$ cat src/logic/stream_pkg.sv
// ======================================================================
// stream package
// widths, queue depths and shared types of the memory-to-stream
// read engine, used by the source, the bank and the top level
// ======================================================================
`default_nettype none

package stream_pkg;

  // byte address of a job and the word address seen by the bank
  localparam int ADDR_W  = 10;
  localparam int OFF_W   = 2;               // byte offset inside a 32-bit word
  localparam int WORD_AW = ADDR_W - OFF_W;

  localparam int DATA_W    = 32;
  localparam int MEM_WORDS = 256;           // bank depth in words

  // beat count of one job
  localparam int LEN_W = 8;

  // offsets in flight, at least the bank read latency plus one
  localparam int MIS_DEPTH = 2;

  localparam int ADDR_FIFO_DEPTH = 2;

  typedef enum logic [1:0] {
    IDLE,
    WORKING,
    DRAIN
  } streamer_state_t;

  // one bank read, two adjacent words
  typedef union packed {
    logic [1:0][DATA_W-1:0]        words;   // word view, filled by the bank
    logic [2*DATA_W/8-1:0][7:0]    bytes;   // byte view, used for realignment
  } bank_word_t;

endpackage

`default_nettype wire

$ cat src/logic/addr_gen.sv
// ======================================================================
// address generator
// walks base, base + stride, ... for len beats and offers one byte
// address per cycle, flagging the final one
// ======================================================================
`timescale 1ns/1ps
`default_nettype none

module addr_gen (
  input  logic                          clk_i,
  input  logic                          rst_ni,
  input  logic                          start_i,
  input  logic                          en_i,
  input  logic                          clear_i,
  input  logic [stream_pkg::ADDR_W-1:0] base_i,
  input  logic [stream_pkg::ADDR_W-1:0] stride_i,
  input  logic [stream_pkg::LEN_W-1:0]  len_i,
  output logic [stream_pkg::ADDR_W-1:0] addr_o,
  output logic                          addr_valid_o,
  output logic                          last_o,
  input  logic                          addr_ready_i
);

  import stream_pkg::*;

  logic [ADDR_W-1:0] addr_q;
  logic [ADDR_W-1:0] stride_q;
  logic [LEN_W-1:0]  left_q;     // addresses still to hand out
  logic              active_q;
  logic              step;

  assign step = en_i & active_q & addr_ready_i;

  assign addr_o       = addr_q;
  assign addr_valid_o = active_q;
  assign last_o       = active_q & (left_q == LEN_W'(1));

  always_ff @(posedge clk_i or negedge rst_ni) begin
    if (!rst_ni) begin
      active_q <= 1'b0;
      left_q   <= '0;
    end else if (clear_i) begin
      active_q <= 1'b0;
      left_q   <= '0;
    end else if (en_i && start_i) begin
      active_q <= (len_i != '0);
      left_q   <= len_i;
    end else if (step) begin
      left_q <= left_q - LEN_W'(1);
      if (last_o) begin
        active_q <= 1'b0;   // final address taken
      end
    end
  end

  always_ff @(posedge clk_i) begin
    if (en_i && start_i) begin
      addr_q   <= base_i;
      stride_q <= stride_i;
    end else if (step) begin
      addr_q <= addr_q + stride_q;
    end
  end

  // a new run only opens once the previous one is closed
  assert property (@(posedge clk_i) disable iff (!rst_ni)
    (start_i && en_i) |-> !addr_valid_o)
    else $error("start while an address run is still open");

endmodule

`default_nettype wire

$ cat src/logic/sync_fifo.sv
// ======================================================================
// synchronous FIFO
// circular buffer with read/write pointers and an occupancy count,
// first-word view on data_o
// ======================================================================
`timescale 1ns/1ps
`default_nettype none

module sync_fifo #(
  parameter int WIDTH = 8,
  parameter int DEPTH = 2
) (
  input  logic             clk_i,
  input  logic             rst_ni,
  input  logic             clear_i,
  input  logic             push_i,
  input  logic [WIDTH-1:0] data_i,
  input  logic             pop_i,
  output logic [WIDTH-1:0] data_o,
  output logic             empty_o,
  output logic             full_o
);

  localparam int PTR_W = (DEPTH > 1) ? $clog2(DEPTH) : 1;
  localparam int CNT_W = $clog2(DEPTH + 1);

  logic [WIDTH-1:0] mem_q [DEPTH];
  logic [PTR_W-1:0] wr_ptr_q;
  logic [PTR_W-1:0] rd_ptr_q;
  logic [CNT_W-1:0] count_q;

  function automatic logic [PTR_W-1:0] next_ptr(input logic [PTR_W-1:0] ptr);
    return (ptr == PTR_W'(DEPTH - 1)) ? '0 : ptr + PTR_W'(1);
  endfunction

  assign data_o  = mem_q[rd_ptr_q];
  assign empty_o = (count_q == '0);
  assign full_o  = (count_q == CNT_W'(DEPTH));

  always_ff @(posedge clk_i or negedge rst_ni) begin
    if (!rst_ni) begin
      wr_ptr_q <= '0;
      rd_ptr_q <= '0;
      count_q  <= '0;
    end else if (clear_i) begin
      wr_ptr_q <= '0;
      rd_ptr_q <= '0;
      count_q  <= '0;
    end else begin
      if (push_i) wr_ptr_q <= next_ptr(wr_ptr_q);
      if (pop_i) rd_ptr_q <= next_ptr(rd_ptr_q);
      case ({push_i, pop_i})
        2'b10:   count_q <= count_q + CNT_W'(1);
        2'b01:   count_q <= count_q - CNT_W'(1);
        default: count_q <= count_q;   // idle or push and pop together
      endcase
    end
  end

  always_ff @(posedge clk_i) begin
    if (push_i) mem_q[wr_ptr_q] <= data_i;
  end

  assert property (@(posedge clk_i) disable iff (!rst_ni) push_i |-> !full_o)
    else $error("push into a full FIFO");
  assert property (@(posedge clk_i) disable iff (!rst_ni) pop_i |-> !empty_o)
    else $error("pop from an empty FIFO");

endmodule

`default_nettype wire

$ cat src/logic/tcdm_source.sv
// ======================================================================
// scratchpad source streamer
// runs one strided read job: addresses go through a small FIFO to the
// bank, the byte offset of each granted request is queued, and every
// read word is realigned into a 32-bit valid/ready beat
// ======================================================================
`timescale 1ns/1ps
`default_nettype none

module tcdm_source (
  input  logic                           clk_i,
  input  logic                           rst_ni,
  // job
  input  logic                           start_i,
  input  logic [stream_pkg::ADDR_W-1:0]  base_i,
  input  logic [stream_pkg::ADDR_W-1:0]  stride_i,
  input  logic [stream_pkg::LEN_W-1:0]   len_i,
  output logic                           ready_start_o,
  output logic                           done_o,
  // bank
  output logic                           req_o,
  output logic [stream_pkg::WORD_AW-1:0] word_addr_o,
  input  logic                           gnt_i,
  input  logic                           r_valid_i,
  input  stream_pkg::bank_word_t         r_data_i,
  // output stream
  output logic                           stream_valid_o,
  output logic [stream_pkg::DATA_W-1:0]  stream_data_o,
  input  logic                           stream_ready_i
);

  import stream_pkg::*;

  streamer_state_t state_q;
  streamer_state_t state_d;

  logic [LEN_W-1:0]  len_q;
  logic [LEN_W-1:0]  beat_cnt_q;

  logic              gen_start;
  logic              gen_en;
  logic              gen_clr;
  logic [ADDR_W-1:0] gen_addr;
  logic              gen_valid;
  logic              gen_last;
  logic              gen_ready;

  logic              addr_push;
  logic [ADDR_W-1:0] addr_head;
  logic              addr_empty;
  logic              addr_full;
  logic              req_gnt;

  logic [OFF_W-1:0]  off_head;
  logic              off_empty;
  logic              off_full;
  logic              beat_acc;

  logic              hold_valid_q;
  bank_word_t        hold_data_q;
  bank_word_t        sel_word;

  assign ready_start_o = (state_q == IDLE);
  assign gen_start     = start_i & ready_start_o;   // starts mid-job are dropped
  assign done_o        = (state_q == DRAIN) & addr_empty & (beat_cnt_q == len_q);
  assign gen_clr       = done_o;
  assign gen_en        = ready_start_o ? gen_start : ~done_o;

  always_comb begin
    state_d = state_q;
    unique case (state_q)
      IDLE:    if (gen_start) state_d = WORKING;
      WORKING: if (gen_last) state_d = DRAIN;
      DRAIN:   if (done_o) state_d = IDLE;
      default: state_d = IDLE;
    endcase
  end

  always_ff @(posedge clk_i or negedge rst_ni) begin
    if (!rst_ni) begin
      state_q    <= IDLE;
      beat_cnt_q <= '0;
    end else begin
      state_q <= state_d;
      if (done_o) begin
        beat_cnt_q <= '0;
      end else if (beat_acc) begin
        beat_cnt_q <= beat_cnt_q + LEN_W'(1);
      end
    end
  end

  always_ff @(posedge clk_i) begin
    if (gen_start) len_q <= len_i;
  end

  addr_gen i_addr_gen (
    .clk_i        ( clk_i     ),
    .rst_ni       ( rst_ni    ),
    .start_i      ( gen_start ),
    .en_i         ( gen_en    ),
    .clear_i      ( gen_clr   ),
    .base_i       ( base_i    ),
    .stride_i     ( stride_i  ),
    .len_i        ( len_i     ),
    .addr_o       ( gen_addr  ),
    .addr_valid_o ( gen_valid ),
    .last_o       ( gen_last  ),
    .addr_ready_i ( gen_ready )
  );

  assign gen_ready = ~addr_full & gen_en;
  assign addr_push = gen_valid & gen_ready;

  sync_fifo #(
    .WIDTH ( ADDR_W          ),
    .DEPTH ( ADDR_FIFO_DEPTH )
  ) i_addr_fifo (
    .clk_i   ( clk_i      ),
    .rst_ni  ( rst_ni     ),
    .clear_i ( gen_clr    ),
    .push_i  ( addr_push  ),
    .data_i  ( gen_addr   ),
    .pop_i   ( req_gnt    ),
    .data_o  ( addr_head  ),
    .empty_o ( addr_empty ),
    .full_o  ( addr_full  )
  );

  // no new read while the stream is stalled
  assign req_o       = ~addr_empty & stream_ready_i;
  assign word_addr_o = addr_head[ADDR_W-1:OFF_W];
  assign req_gnt     = req_o & gnt_i;

  sync_fifo #(
    .WIDTH ( OFF_W     ),
    .DEPTH ( MIS_DEPTH )
  ) i_off_fifo (
    .clk_i   ( clk_i                 ),
    .rst_ni  ( rst_ni                ),
    .clear_i ( gen_clr               ),
    .push_i  ( req_gnt               ),
    .data_i  ( addr_head[OFF_W-1:0]  ),
    .pop_i   ( beat_acc              ),
    .data_o  ( off_head              ),
    .empty_o ( off_empty             ),
    .full_o  ( off_full              )
  );

  assign stream_valid_o = r_valid_i | hold_valid_q;
  assign beat_acc       = stream_valid_o & stream_ready_i;
  assign sel_word       = r_valid_i ? r_data_i : hold_data_q;   // live word wins

  // four bytes starting at the queued offset
  always_comb begin
    for (int b = 0; b < DATA_W/8; b++) begin
      stream_data_o[8*b +: 8] = sel_word.bytes[3'(off_head) + 3'(b)];
    end
  end

  always_ff @(posedge clk_i or negedge rst_ni) begin
    if (!rst_ni) begin
      hold_valid_q <= 1'b0;
    end else if (r_valid_i && !stream_ready_i) begin
      hold_valid_q <= 1'b1;
    end else if (stream_ready_i) begin
      hold_valid_q <= 1'b0;
    end
  end

  always_ff @(posedge clk_i) begin
    if (r_valid_i) hold_data_q <= r_data_i;
  end

  // each response matches a queued offset of a running job
  assert property (@(posedge clk_i) disable iff (!rst_ni)
    r_valid_i |-> (!off_empty && state_q != IDLE))
    else $error("read response without a queued offset");

  assert property (@(posedge clk_i) disable iff (!rst_ni) req_gnt |-> !off_full)
    else $error("offset queue overflow");

endmodule

`default_nettype wire

$ cat config.mk
export PLATFORM = sky130hd
export DESIGN_NAME = tcdm_source
export DESIGN_NICKNAME = d
export VERILOG_FILES = /design/src/logic/stream_pkg.sv /design/src/logic/addr_gen.sv /design/src/logic/sync_fifo.sv /design/src/logic/tcdm_source.sv
export SDC_FILE = /design/constraint.sdc
export NUM_CORES = 1
export LEC_CHECK = 0
export BUFFER_PORTS_ARGS = -buffer_cell sky130_fd_sc_hd__buf_2
export CAP_MARGIN = 20
export CORE_AREA = 4 4 135 137
export DETAILED_ROUTE_END_ITERATION = 7
export DIE_AREA = 0 0 139 141
export GPL_TIMING_DRIVEN = 0
export PLACE_DENSITY = 0.7
export RECOVER_POWER = 50
export REMOVE_ABC_BUFFERS = 1
export SKIP_CTS_REPAIR_TIMING = 1
export SLEW_MARGIN = 20
export SYNTH_ARGS = -nofsm -noshare
export SYNTH_HDL_FRONTEND = slang
export SYNTH_SLANG_ARGS = --single-unit
$ cat constraint.sdc
create_clock -name clk_i -period 7.5 [get_ports clk_i]
set_input_delay 1.875 -clock clk_i [delete_from_list [all_inputs] [get_ports clk_i]]
set_output_delay 1.875 -clock clk_i [all_outputs]
set_load 0.1 [all_outputs]
==> flow_summary.toml, run 1 <==
[status]
status = "complete, no violations"

[global_route]
grt_first_pass_wirelength_um = 24500
grt.total_usage_pct = 15.49
overflow = 0
grt_pass1_vias = 4844
antenna_found_initial = 0
grt_max_degree = 52

[synthesis]
synth_fa_ha_area_share_pct = 2.779
synth-compound-area-share_pct = 8.462
ys_seq_area_share_pct = 49.74
synthCells = 632
synth.avg_cell_area_um2 = 11.11
ys_async_sr_fraction_pct = 18.31
synthFlopType = "dfxtp_1"
synth_edf_count = 52
synth_xor_area_share_pct = 3.991
synth_top_family_by_area = "multiplexers"
ys_ff_latch = 142
synth_top_cell_by_area = "edfxtp_1"
synth.area.mux_share_pct = 19.53
netlist_area_um2 = 7023
synth.distinct_cells = 53
synth_warnings = 0
yosys-top-cells-area = "edfxtp_1 (22%), dfxtp_1 (18%), mux2_2 (9.3%), dfrtp_1 (9.3%), mux4_2 (5.1%)"
synth-simple-area-share_pct = 10.87
yosysTopAreaCellShare_pct = 22.23

[cts]
clk-insertion-delay-late_ps = 410
clk_pin_slew_ps = 60
cts_inserted_buffers = 17
clock_sinks = 142
htreeDepth = 4
cts_root_buf = "clkbuf_16"
cts_tree = "built"
clk_path_buf_depth = 2

[timing]
worst_slew_margin_rel_pct = 3.115
rsz0062_at_grt = "no"
worst_pin_slew_ps = 1453
skew_ps = 4.525
fin_crit_sh_pct = 83.83
fmax_mhz = 159.1
tns_ps = 0
fin_crit_ps = 6287
setup_viol_count_final = 0
worst_slack_ps = 1213
drv_slew = 0
finalHoldViolCount = 0

[setup_path]
reg2reg_setup_slack_ps = 4740
cp_data_arrival_time_ps = 4410
path_class = "input port to output port"
start_kind = "input port"
critPathMaxFanout = 51
reg2reg_to = "i_addr_gen.addr_o[8]"
endpoint_kind = "output port"
required_ps = 5620
r2r-start = "state_q[1]"
reg2regPathDepth = 6

[floorplanning]
fp.dieW_um = 139
rows = 48
core_area_um2 = 17060
die-area_um2 = 19600
ios = 142
initial_utilization_pct = 41.18
fp.dieH_um = 141

[route]
route.met2.wl_um = 6917
dr.pass1.iters = 5
drc_errors = 0
drt-met1-wl_um = 6961
drt_wl_total_um = 15050
vias_per_cell = 5.097
drt_iter0_markers = 293
routed-wl-met3_um = 910
dr_total_vias = 5051
top_layer = "met4"
ant_nets = 0
wire_per_inst_um = 15.18

[cells_and_area]
layout_common_cells = "buf_2 (129), nor2_1 (88), dfxtp_1 (64)"
final_common_cell = "buf_2"
diodes = 0
fin_nets = 866
drive_gt1_share_pct = 26.76
area_delta_synth_final_pct = 19.33

[worst_hold_path]
min-delay-start = "hold_data_q[57]"
hold_path_depth = 1
hp-class = "register to register"
whs_endpoint = "hold_data_q[57]"

[power]
seqPwrFrac_pct = 26.9
clock_power_share_pct = 21.3
power.density_nw_per_um2 = 411.3
p_comb_share_pct = 51.8
cell_internal_pwr_mw = 1.700
p_leak_nw = 3.531
irDropWorstVdd_mv = 0.4813
p_sw_mw = 1.747
power.total_mw = 3.447
netSwitchingFraction_pct = 50.67

[placed_design]
gp_congestion = 0.8283
pre_cts_ws_ps = 1795
dp_hpwl_um = 10700
portBuffers = 141

[job]
cap_violations = 0
## cells in the mapped netlist, types with 6 or more instances
cell type   n
a21oi_1    24
buf_1       6
buf_2       8
buf_4      13
clkbuf_1   14
dfrtp_1    26
dfxtp_1    64
edfxtp_1   52
ha_1       14
inv_1      22
mux2_2     58
mux2i_1    33
mux4_2     16
nand2_1    40
nand2b_1    6
nor2_1     88
nor3_1      6
o211ai_1   16
o21ai_0    21
o31ai_1     8
xnor2_1    15
xor2_1     17
## stage by stage
stage | area [µm²] | cells | util, % | hold slack [ps]
6_report | 8381 | 991 | 49.13 | 459.3
3_5_place_dp | 7893 | 959 | 46.27 | 463.0
5_1_grt | 8381 | 991 | 49.13 | 487.9
2_1_floorplan | 6788 | 589 | - | 444.0
4_1_cts | 8403 | 991 | 49.27 | 476.8
3_3_place_gp | 7775 | 955 | 45.58 | 456.9
## state kept, by name (all words and copies together) (netlist names)
name                     cells
i_addr_fifo.wr_ptr_q         1
i_off_fifo.mem_q             4
i_addr_fifo.count_q          2
i_off_fifo.wr_ptr_q          1
beat_cnt_q                   8
i_addr_gen.addr_o           10
len_q                        8
i_addr_gen.addr_valid_o      1
i_addr_gen.stride_q         10
hold_data_q                 64
state_q                      2
i_addr_fifo.mem_q           20
i_addr_fifo.rd_ptr_q         1
hold_valid_q                 1
i_addr_gen.left_q            8
i_off_fifo.rd_ptr_q          1
## worst max-delay path, stage by stage
cell and delay (ps):
clkbuf_1 770, buf_16 360, mux2_1 420, nor2_1 110, nor2_1 70, mux4_2 460, buf_2 310
## area by class of cell
type | instances | area, µm²
fill | 1574 | 8676
inverter | 24 | 90.09
timing repair buffer | 145 | 788.3
multi-input combinational | 423 | 3217
clock buffer | 21 | 440.4
sequential | 142 | 3493
tap | 225 | 281.5
clock inverter | 11 | 70.07
## layer usage
metal  GRT usage [%]  vias up
li1                -     2489
met1           20.29     2377
met2           25.13      165
met3           4.104       20
met4           5.149        0
met5               0        -
## worst max path at each step
stage,startpoint,endpoint,slack [ps]
finish,r_valid_i,stream_data_o[15],1210
CTS,r_valid_i,stream_data_o[30],1790
floorplan,i_off_fifo.rd_ptr_q,stream_data_o[0],960
global route,r_valid_i,stream_data_o[31],1040
detailed placement,r_valid_i,stream_data_o[30],1790
global placement,i_off_fifo.rd_ptr_q,stream_data_o[11],300
## logic make-up after synthesis
group / count (synthesis)
AND/OR/NAND/NOR: 172
buffers and inverters: 67
adder cells (fa/ha/maj): 15
AO/OA/AOI/OAI: 95
flip-flops: 142
multiplexers: 109
XOR/XNOR: 32
## power by group through the flow
stage                     clock network [mW]  registers (mW)  logic, mW
after detailed placement                   0           0.944       1.81
after CTS                              0.756           0.929       1.81
after floorplan                            0           0.925       1.49
after global routing                   0.793           0.937       1.88
after global placement                     0           0.938       1.77
final                                  0.734           0.926       1.79
(Power assumes the default switching activity.)
==> run 2: changes to the inputs <==
==> constraint.sdc (replaced) <==
create_clock -name clk_i -period 6 [get_ports clk_i]
set_input_delay 1.5 -clock clk_i [delete_from_list [all_inputs] [get_ports clk_i]]
set_output_delay 1.5 -clock clk_i [all_outputs]
set_load 0.1 [all_outputs]
==> run 2 against run 1 <==
Wire length is 0.20% lower. Total power increased by 25%. Sequential cell count is the same.
==> flow_summary.toml, run 2 (synthesized netlist as in run 1, its figures left out) <==
[route]
wire_per_inst_um = 15.15
drc_errors = 0
dr_total_vias = 5022
drt_wl_total_um = 15020
drt_iter0_markers = 265
vias_per_cell = 5.068
ant_nets = 0
dr.pass1.iters = 5

[power]
p_sw_mw = 2.182
cell_internal_pwr_mw = 2.125
p_leak_nw = 3.531
seqPwrFrac_pct = 26.9
p_comb_share_pct = 51.8
netSwitchingFraction_pct = 50.66
clock_power_share_pct = 21.3
power.density_nw_per_um2 = 513.6
irDropWorstVdd_mv = 0.6015

[cts]
cts_inserted_buffers = 17
clk_pin_slew_ps = 60
htreeDepth = 4
cts_tree = "built"
cts_root_buf = "clkbuf_16"
clk-insertion-delay-late_ps = 410
clk_path_buf_depth = 2
clock_sinks = 142

[global_route]
grt_max_degree = 52
grt.total_usage_pct = 15.49
antenna_found_initial = 0
grt_first_pass_wirelength_um = 24500
overflow = 0
grt_pass1_vias = 4844

[setup_path]
reg2reg_to = "i_addr_gen.addr_o[8]"
cp_data_arrival_time_ps = 4040
path_class = "input port to output port"
endpoint_kind = "output port"
cp_cell_sequence = "clkbuf_1, buf_16, mux2_1, nor2_1, nor2_1, mux4_2, buf_2"
worst-path-stages = 7
required_ps = 4500
critPathMaxFanout = 51
reg2regPathDepth = 6
critical_path_buf_inv_count = 3
setup.worst_path.start = "r_valid_i"
r2r-start = "state_q[1]"
critPathSlowestCell = "clkbuf_1"
crit_end = "stream_data_o[31]"
cpMostUsedCell = "nor2_1"
slowest_delay_ps = 770
start_kind = "input port"
reg2reg_setup_slack_ps = 3260
cpLargestDelayFamily = "buffers and inverters"

[cells_and_area]
layout_common_cells = "buf_2 (129), nor2_1 (88), dfxtp_1 (64)"
area_delta_synth_final_pct = 19.40
diodes = 0
largest_reg_flops = 64
fin_cells = 991
regMostFlops = "hold_data_q"
final_common_cell = "buf_2"
fin_nets = 866
regArea_um2 = 3493
fillers = 1573
drive_gt1_share_pct = 26.76
multiInputGateArea_um2 = 3222
largestRegisters = "hold_data_q (64), i_addr_fifo.mem_q (20)"

[job]
cap_violations = 0

[floorplanning]
die-area_um2 = 19600
initial_utilization_pct = 41.18
rows = 48
fp.dieH_um = 141
core_area_um2 = 17060
ios = 142
fp.dieW_um = 139

[worst_hold_path]
hp-class = "register to register"

[status]
status = "complete, no violations"

[timing]
fin_crit_ps = 5537
worst_pin_slew_ps = 1446
fmax_mhz = 180.6
setup_viol_count_final = 0
tns_ps = 0
skew_ps = 4.743
drv_slew = 0
finalHoldViolCount = 0
fin_crit_sh_pct = 92.28
rsz0062_at_grt = "no"
worst_slew_margin_rel_pct = 3.612

[placed_design]
portBuffers = 141
dp_cells = 959
gp_congestion = 0.8283
dp_hpwl_um = 10700
run 2: cell counts in the layout (fill, tap and decap cells not counted):
No cell type changed its count.
run 2: layout make-up:
cell class	count	area share [%]
Sequential cell	142	41.66
Multi-Input combinational cell	423	38.42
Timing Repair Buffer	145	9.400
Clock buffer	21	5.252
Tap cell	225	3.357
Inverter	24	1.074
Clock inverter	11	0.8356
run 2: worst min-delay path by stage:
stage | start | end | cells past startpoint
finish | hold_data_q[57] | hold_data_q[57] | 1
global route | hold_data_q[48] | hold_data_q[48] | 1
CTS | hold_data_q[57] | hold_data_q[57] | 1
detailed placement | hold_data_q[48] | hold_data_q[48] | 1
global placement | hold_data_q[55] | hold_data_q[55] | 1
floorplan | hold_data_q[10] | hold_data_q[10] | 2
run 2: power by group through the flow:
stage	combinational (mW)	sequential (mW)	clock [mW]
floorplan	1.86	1.16	0
finish	2.23	1.16	0.917
detailed placement	2.26	1.18	0
CTS	2.26	1.16	0.945
global placement	2.21	1.17	0
global route	2.35	1.17	0.991
run 2: routing by layer:
layer / GRT usage (%) / wire length, µm
met4: 5.149 / 256
met5: 0 / 0
met1: 20.29 / 6961
met2: 25.13 / 6911
met3: 4.104 / 886
run 2: metrics by stage:
step / instance area [µm²] / hold WS [ps] / util (%) / setup WS [ps] / power [mW]
2_1_floorplan: 6788 / 444.0 / - / -168.7 / 3.019
3_3_place_gp: 7775 / 456.9 / 45.58 / -820.5 / 3.385
3_5_place_dp: 7893 / 463.0 / 46.27 / 1045 / 3.437
4_1_cts: 8403 / 476.8 / 49.27 / 671.0 / 4.366
5_1_grt: 8386 / 487.9 / 49.16 / 292.0 / 4.511
6_report: 8386 / 460.1 / 49.16 / 463.3 / 4.307
==> run 3: changes to the inputs <==
--- a/config.mk
+++ b/config.mk
@@ -5,11 +5,12 @@
 export SDC_FILE = /design/constraint.sdc
 export NUM_CORES = 1
 export LEC_CHECK = 0
+export ABC_AREA = 1
 export BUFFER_PORTS_ARGS = -buffer_cell sky130_fd_sc_hd__buf_2
 export CAP_MARGIN = 20
-export CORE_AREA = 4 4 135 137
+export CORE_AREA = 4 4 137 139
 export DETAILED_ROUTE_END_ITERATION = 7
-export DIE_AREA = 0 0 139 141
+export DIE_AREA = 0 0 141 143
 export GPL_TIMING_DRIVEN = 0
 export PLACE_DENSITY = 0.7
 export RECOVER_POWER = 50
==> run 3 against run 2 <==
Critical path depth increased by 3. Sequential cell count unchanged. Design area grew 3.4%. Clock-buffer cell count is 2 lower. Global-route usage is 2.2 points higher. Synthesized cell count is 49% higher. First-iteration DRC count grew 65%.
==> flow_summary.toml, run 3 <==
[route]
wire_per_inst_um = 13.37
top_layer = "met4"
drt_iter0_markers = 436
dr.pass1.iters = 5
drc_errors = 0
route.met2.wl_um = 8089
vias_per_cell = 4.885
drt-met1-wl_um = 8018
dr_total_vias = 6355
drt_wl_total_um = 17400
ant_nets = 0
routed-wl-met3_um = 1081

[cells_and_area]
diodes = 0
layout_common_cells = "nand2_1 (286), buf_2 (130), o21ai_0 (123)"
stdcell_area_um2 = 8675
regMostFlops = "hold_data_q"
fin_nets = 1172
drive_gt1_share_pct = 17.26
final_common_cell = "nand2_1"
largest_reg_flops = 64
area_delta_synth_final_pct = 18.92
largestRegisters = "hold_data_q (64), i_addr_fifo.mem_q (20)"

[cts]
clock_sinks = 142
clk_path_buf_depth = 2
cts_tree = "built"
cts_root_buf = "clkbuf_16"
clk-insertion-delay-late_ps = 420
clk_pin_slew_ps = 60
htreeDepth = 4
cts_inserted_buffers = 17

[setup_path]
required_ps = 4500
start_kind = "input port"
endpoint_kind = "output port"
critPathMaxFanout = 76
reg2regPathDepth = 6
setup.worst_path.start = "r_valid_i"
cp_data_arrival_time_ps = 4110
r2r-start = "state_q[1]"
path_class = "input port to output port"

[timing]
skew_ps = 15.24
finalHoldViolCount = 0
worst_slew_margin_rel_pct = 2.273
drv_slew = 0
rsz0062_at_grt = "no"
fmax_mhz = 178.2
fin_crit_sh_pct = 93.50
setup_viol_count_final = 0
fin_crit_ps = 5610
whs_ps = 444.1
worst_pin_slew_ps = 1466

[synthesis]
synth_fa_ha_area_share_pct = 2.676
ys_async_sr_fraction_pct = 18.31
synth.avg_cell_area_um2 = 7.735
synth-compound-area-share_pct = 14.12
synth_edf_count = 52
synth_warnings = 0
ys_ff_latch = 142
synthCells = 943
synth.distinct_cells = 40
synthFlopType = "dfxtp_1"
yosysTopAreaCellShare_pct = 21.41
synth_top_cell_by_area = "edfxtp_1"
netlist_top_cells_count = "nand2_1 (283), o21ai_0 (119), inv_1 (88)"
ys_seq_area_share_pct = 47.89
synth_top_family_by_area = "simple AND/OR/NAND/NOR gates"
synth_xor_area_share_pct = 1.801
netlist_area_um2 = 7294
post-synth-top-count-cell = "nand2_1"
synth-simple-area-share_pct = 23.60
synth.area.mux_share_pct = 1.544
yosys-top-cells-area = "edfxtp_1 (21%), dfxtp_1 (18%), nand2_1 (15%), dfrtp_1 (8.9%), o21ai_0 (8.2%)"

[placed_design]
dp_hpwl_um = 12370
portBuffers = 141
gp_congestion = 0.8618
place_area_um2 = 8098

[worst_hold_path]
min-delay-start = "hold_data_q[61]"
hp-class = "register to register"
hold_path_depth = 2

[global_route]
grt.total_usage_pct = 17.74
overflow = 0
grt_pass1_vias = 6088
antenna_found_initial = 0
grt_max_degree = 77
grt_first_pass_wirelength_um = 29090

[floorplanning]
ios = 142
fp.dieW_um = 141
fp.dieH_um = 143
rows = 49
die-area_um2 = 20160
core_area_um2 = 17660
initial_utilization_pct = 41.31

[job]
cap_violations = 0

[status]
status = "complete, no violations"
==> run 3: cell count changes after synthesis, sizes merged, moves of 7 or more <==
cell / delta
inv: +67
mux2: -48
mux2i: -35
mux4: -16
nand2: +248
nand3: +24
o211ai: -15
o21ai: +118
o22ai: +18
o31ai: -7
or2: +12
xor2: -11
==> run 3: cell families (layout without fill, tap and decap cells) <==
family / after synthesis / count (layout)
simple gates: 427 / 427
compound gates: 194 / 194
flops: 142 / 142
buf+inv: 140 / 269
fa+ha+maj: 15 / 15
xor+xnor: 15 / 15
mux: 10 / 10
==> run 3: cell type report <==
cell class / instances / area (µm²)
inverter: 93 / 349.1
sequential: 142 / 3493
clock buffer: 19 / 432.9
fill: 1740 / 8982
multi-input combinational: 661 / 3186
tap: 229 / 286.5
timing repair buffer: 144 / 765.7
clock inverter: 13 / 161.4
==> run 3: worst paths after layout <==
path | slack [ps] | end
max | 390 | stream_data_o[15]
min | 440 | hold_data_q[61]
max reg2reg | 3320 | i_addr_gen.left_q[1]
min reg2reg | 440 | hold_data_q[61]
max in group asynchronous | 3710 | beat_cnt_q[0]
min in group asynchronous | 1420 | i_addr_gen.left_q[6]
==> run 3: per-stage QoR <==
stage / std cells / util, % / TNS [ps] / setup WS [ps]
2_1_floorplan: 896 / - / -3047 / -244.4
3_3_place_gp: 1266 / 45.45 / -8610 / -696.0
3_5_place_dp: 1269 / 45.86 / 0 / 393.1
4_1_cts: 1301 / 49.23 / 0 / 144.0
5_1_grt: 1301 / 49.13 / 0 / 181.2
6_report: 1301 / 49.13 / 0 / 389.7
==> run 3: worst max-delay path, stage by stage <==
cell and delay (ps):
buf_4 330, inv_2 750, or2_2 230, o21ai_0 130, o21ai_0 320, nand2_1 90, nand2_1 70, nand2_1 60
o21ai_1 100, buf_2 450
==> run 3: layer usage <==
| layer | up-vias | track usage (%) |
|---|---|---|
| li1 | 3303 | - |
| met3 | 16 | 3.449 |
| met2 | 200 | 29.66 |
| met5 | - | 0 |
| met1 | 2836 | 23.57 |
| met4 | 0 | 5.099 |
Power of run 3 is left out: the tool's default activity adds up to more than one toggle a clock period on the data nets, which glitch-free logic cannot reach.
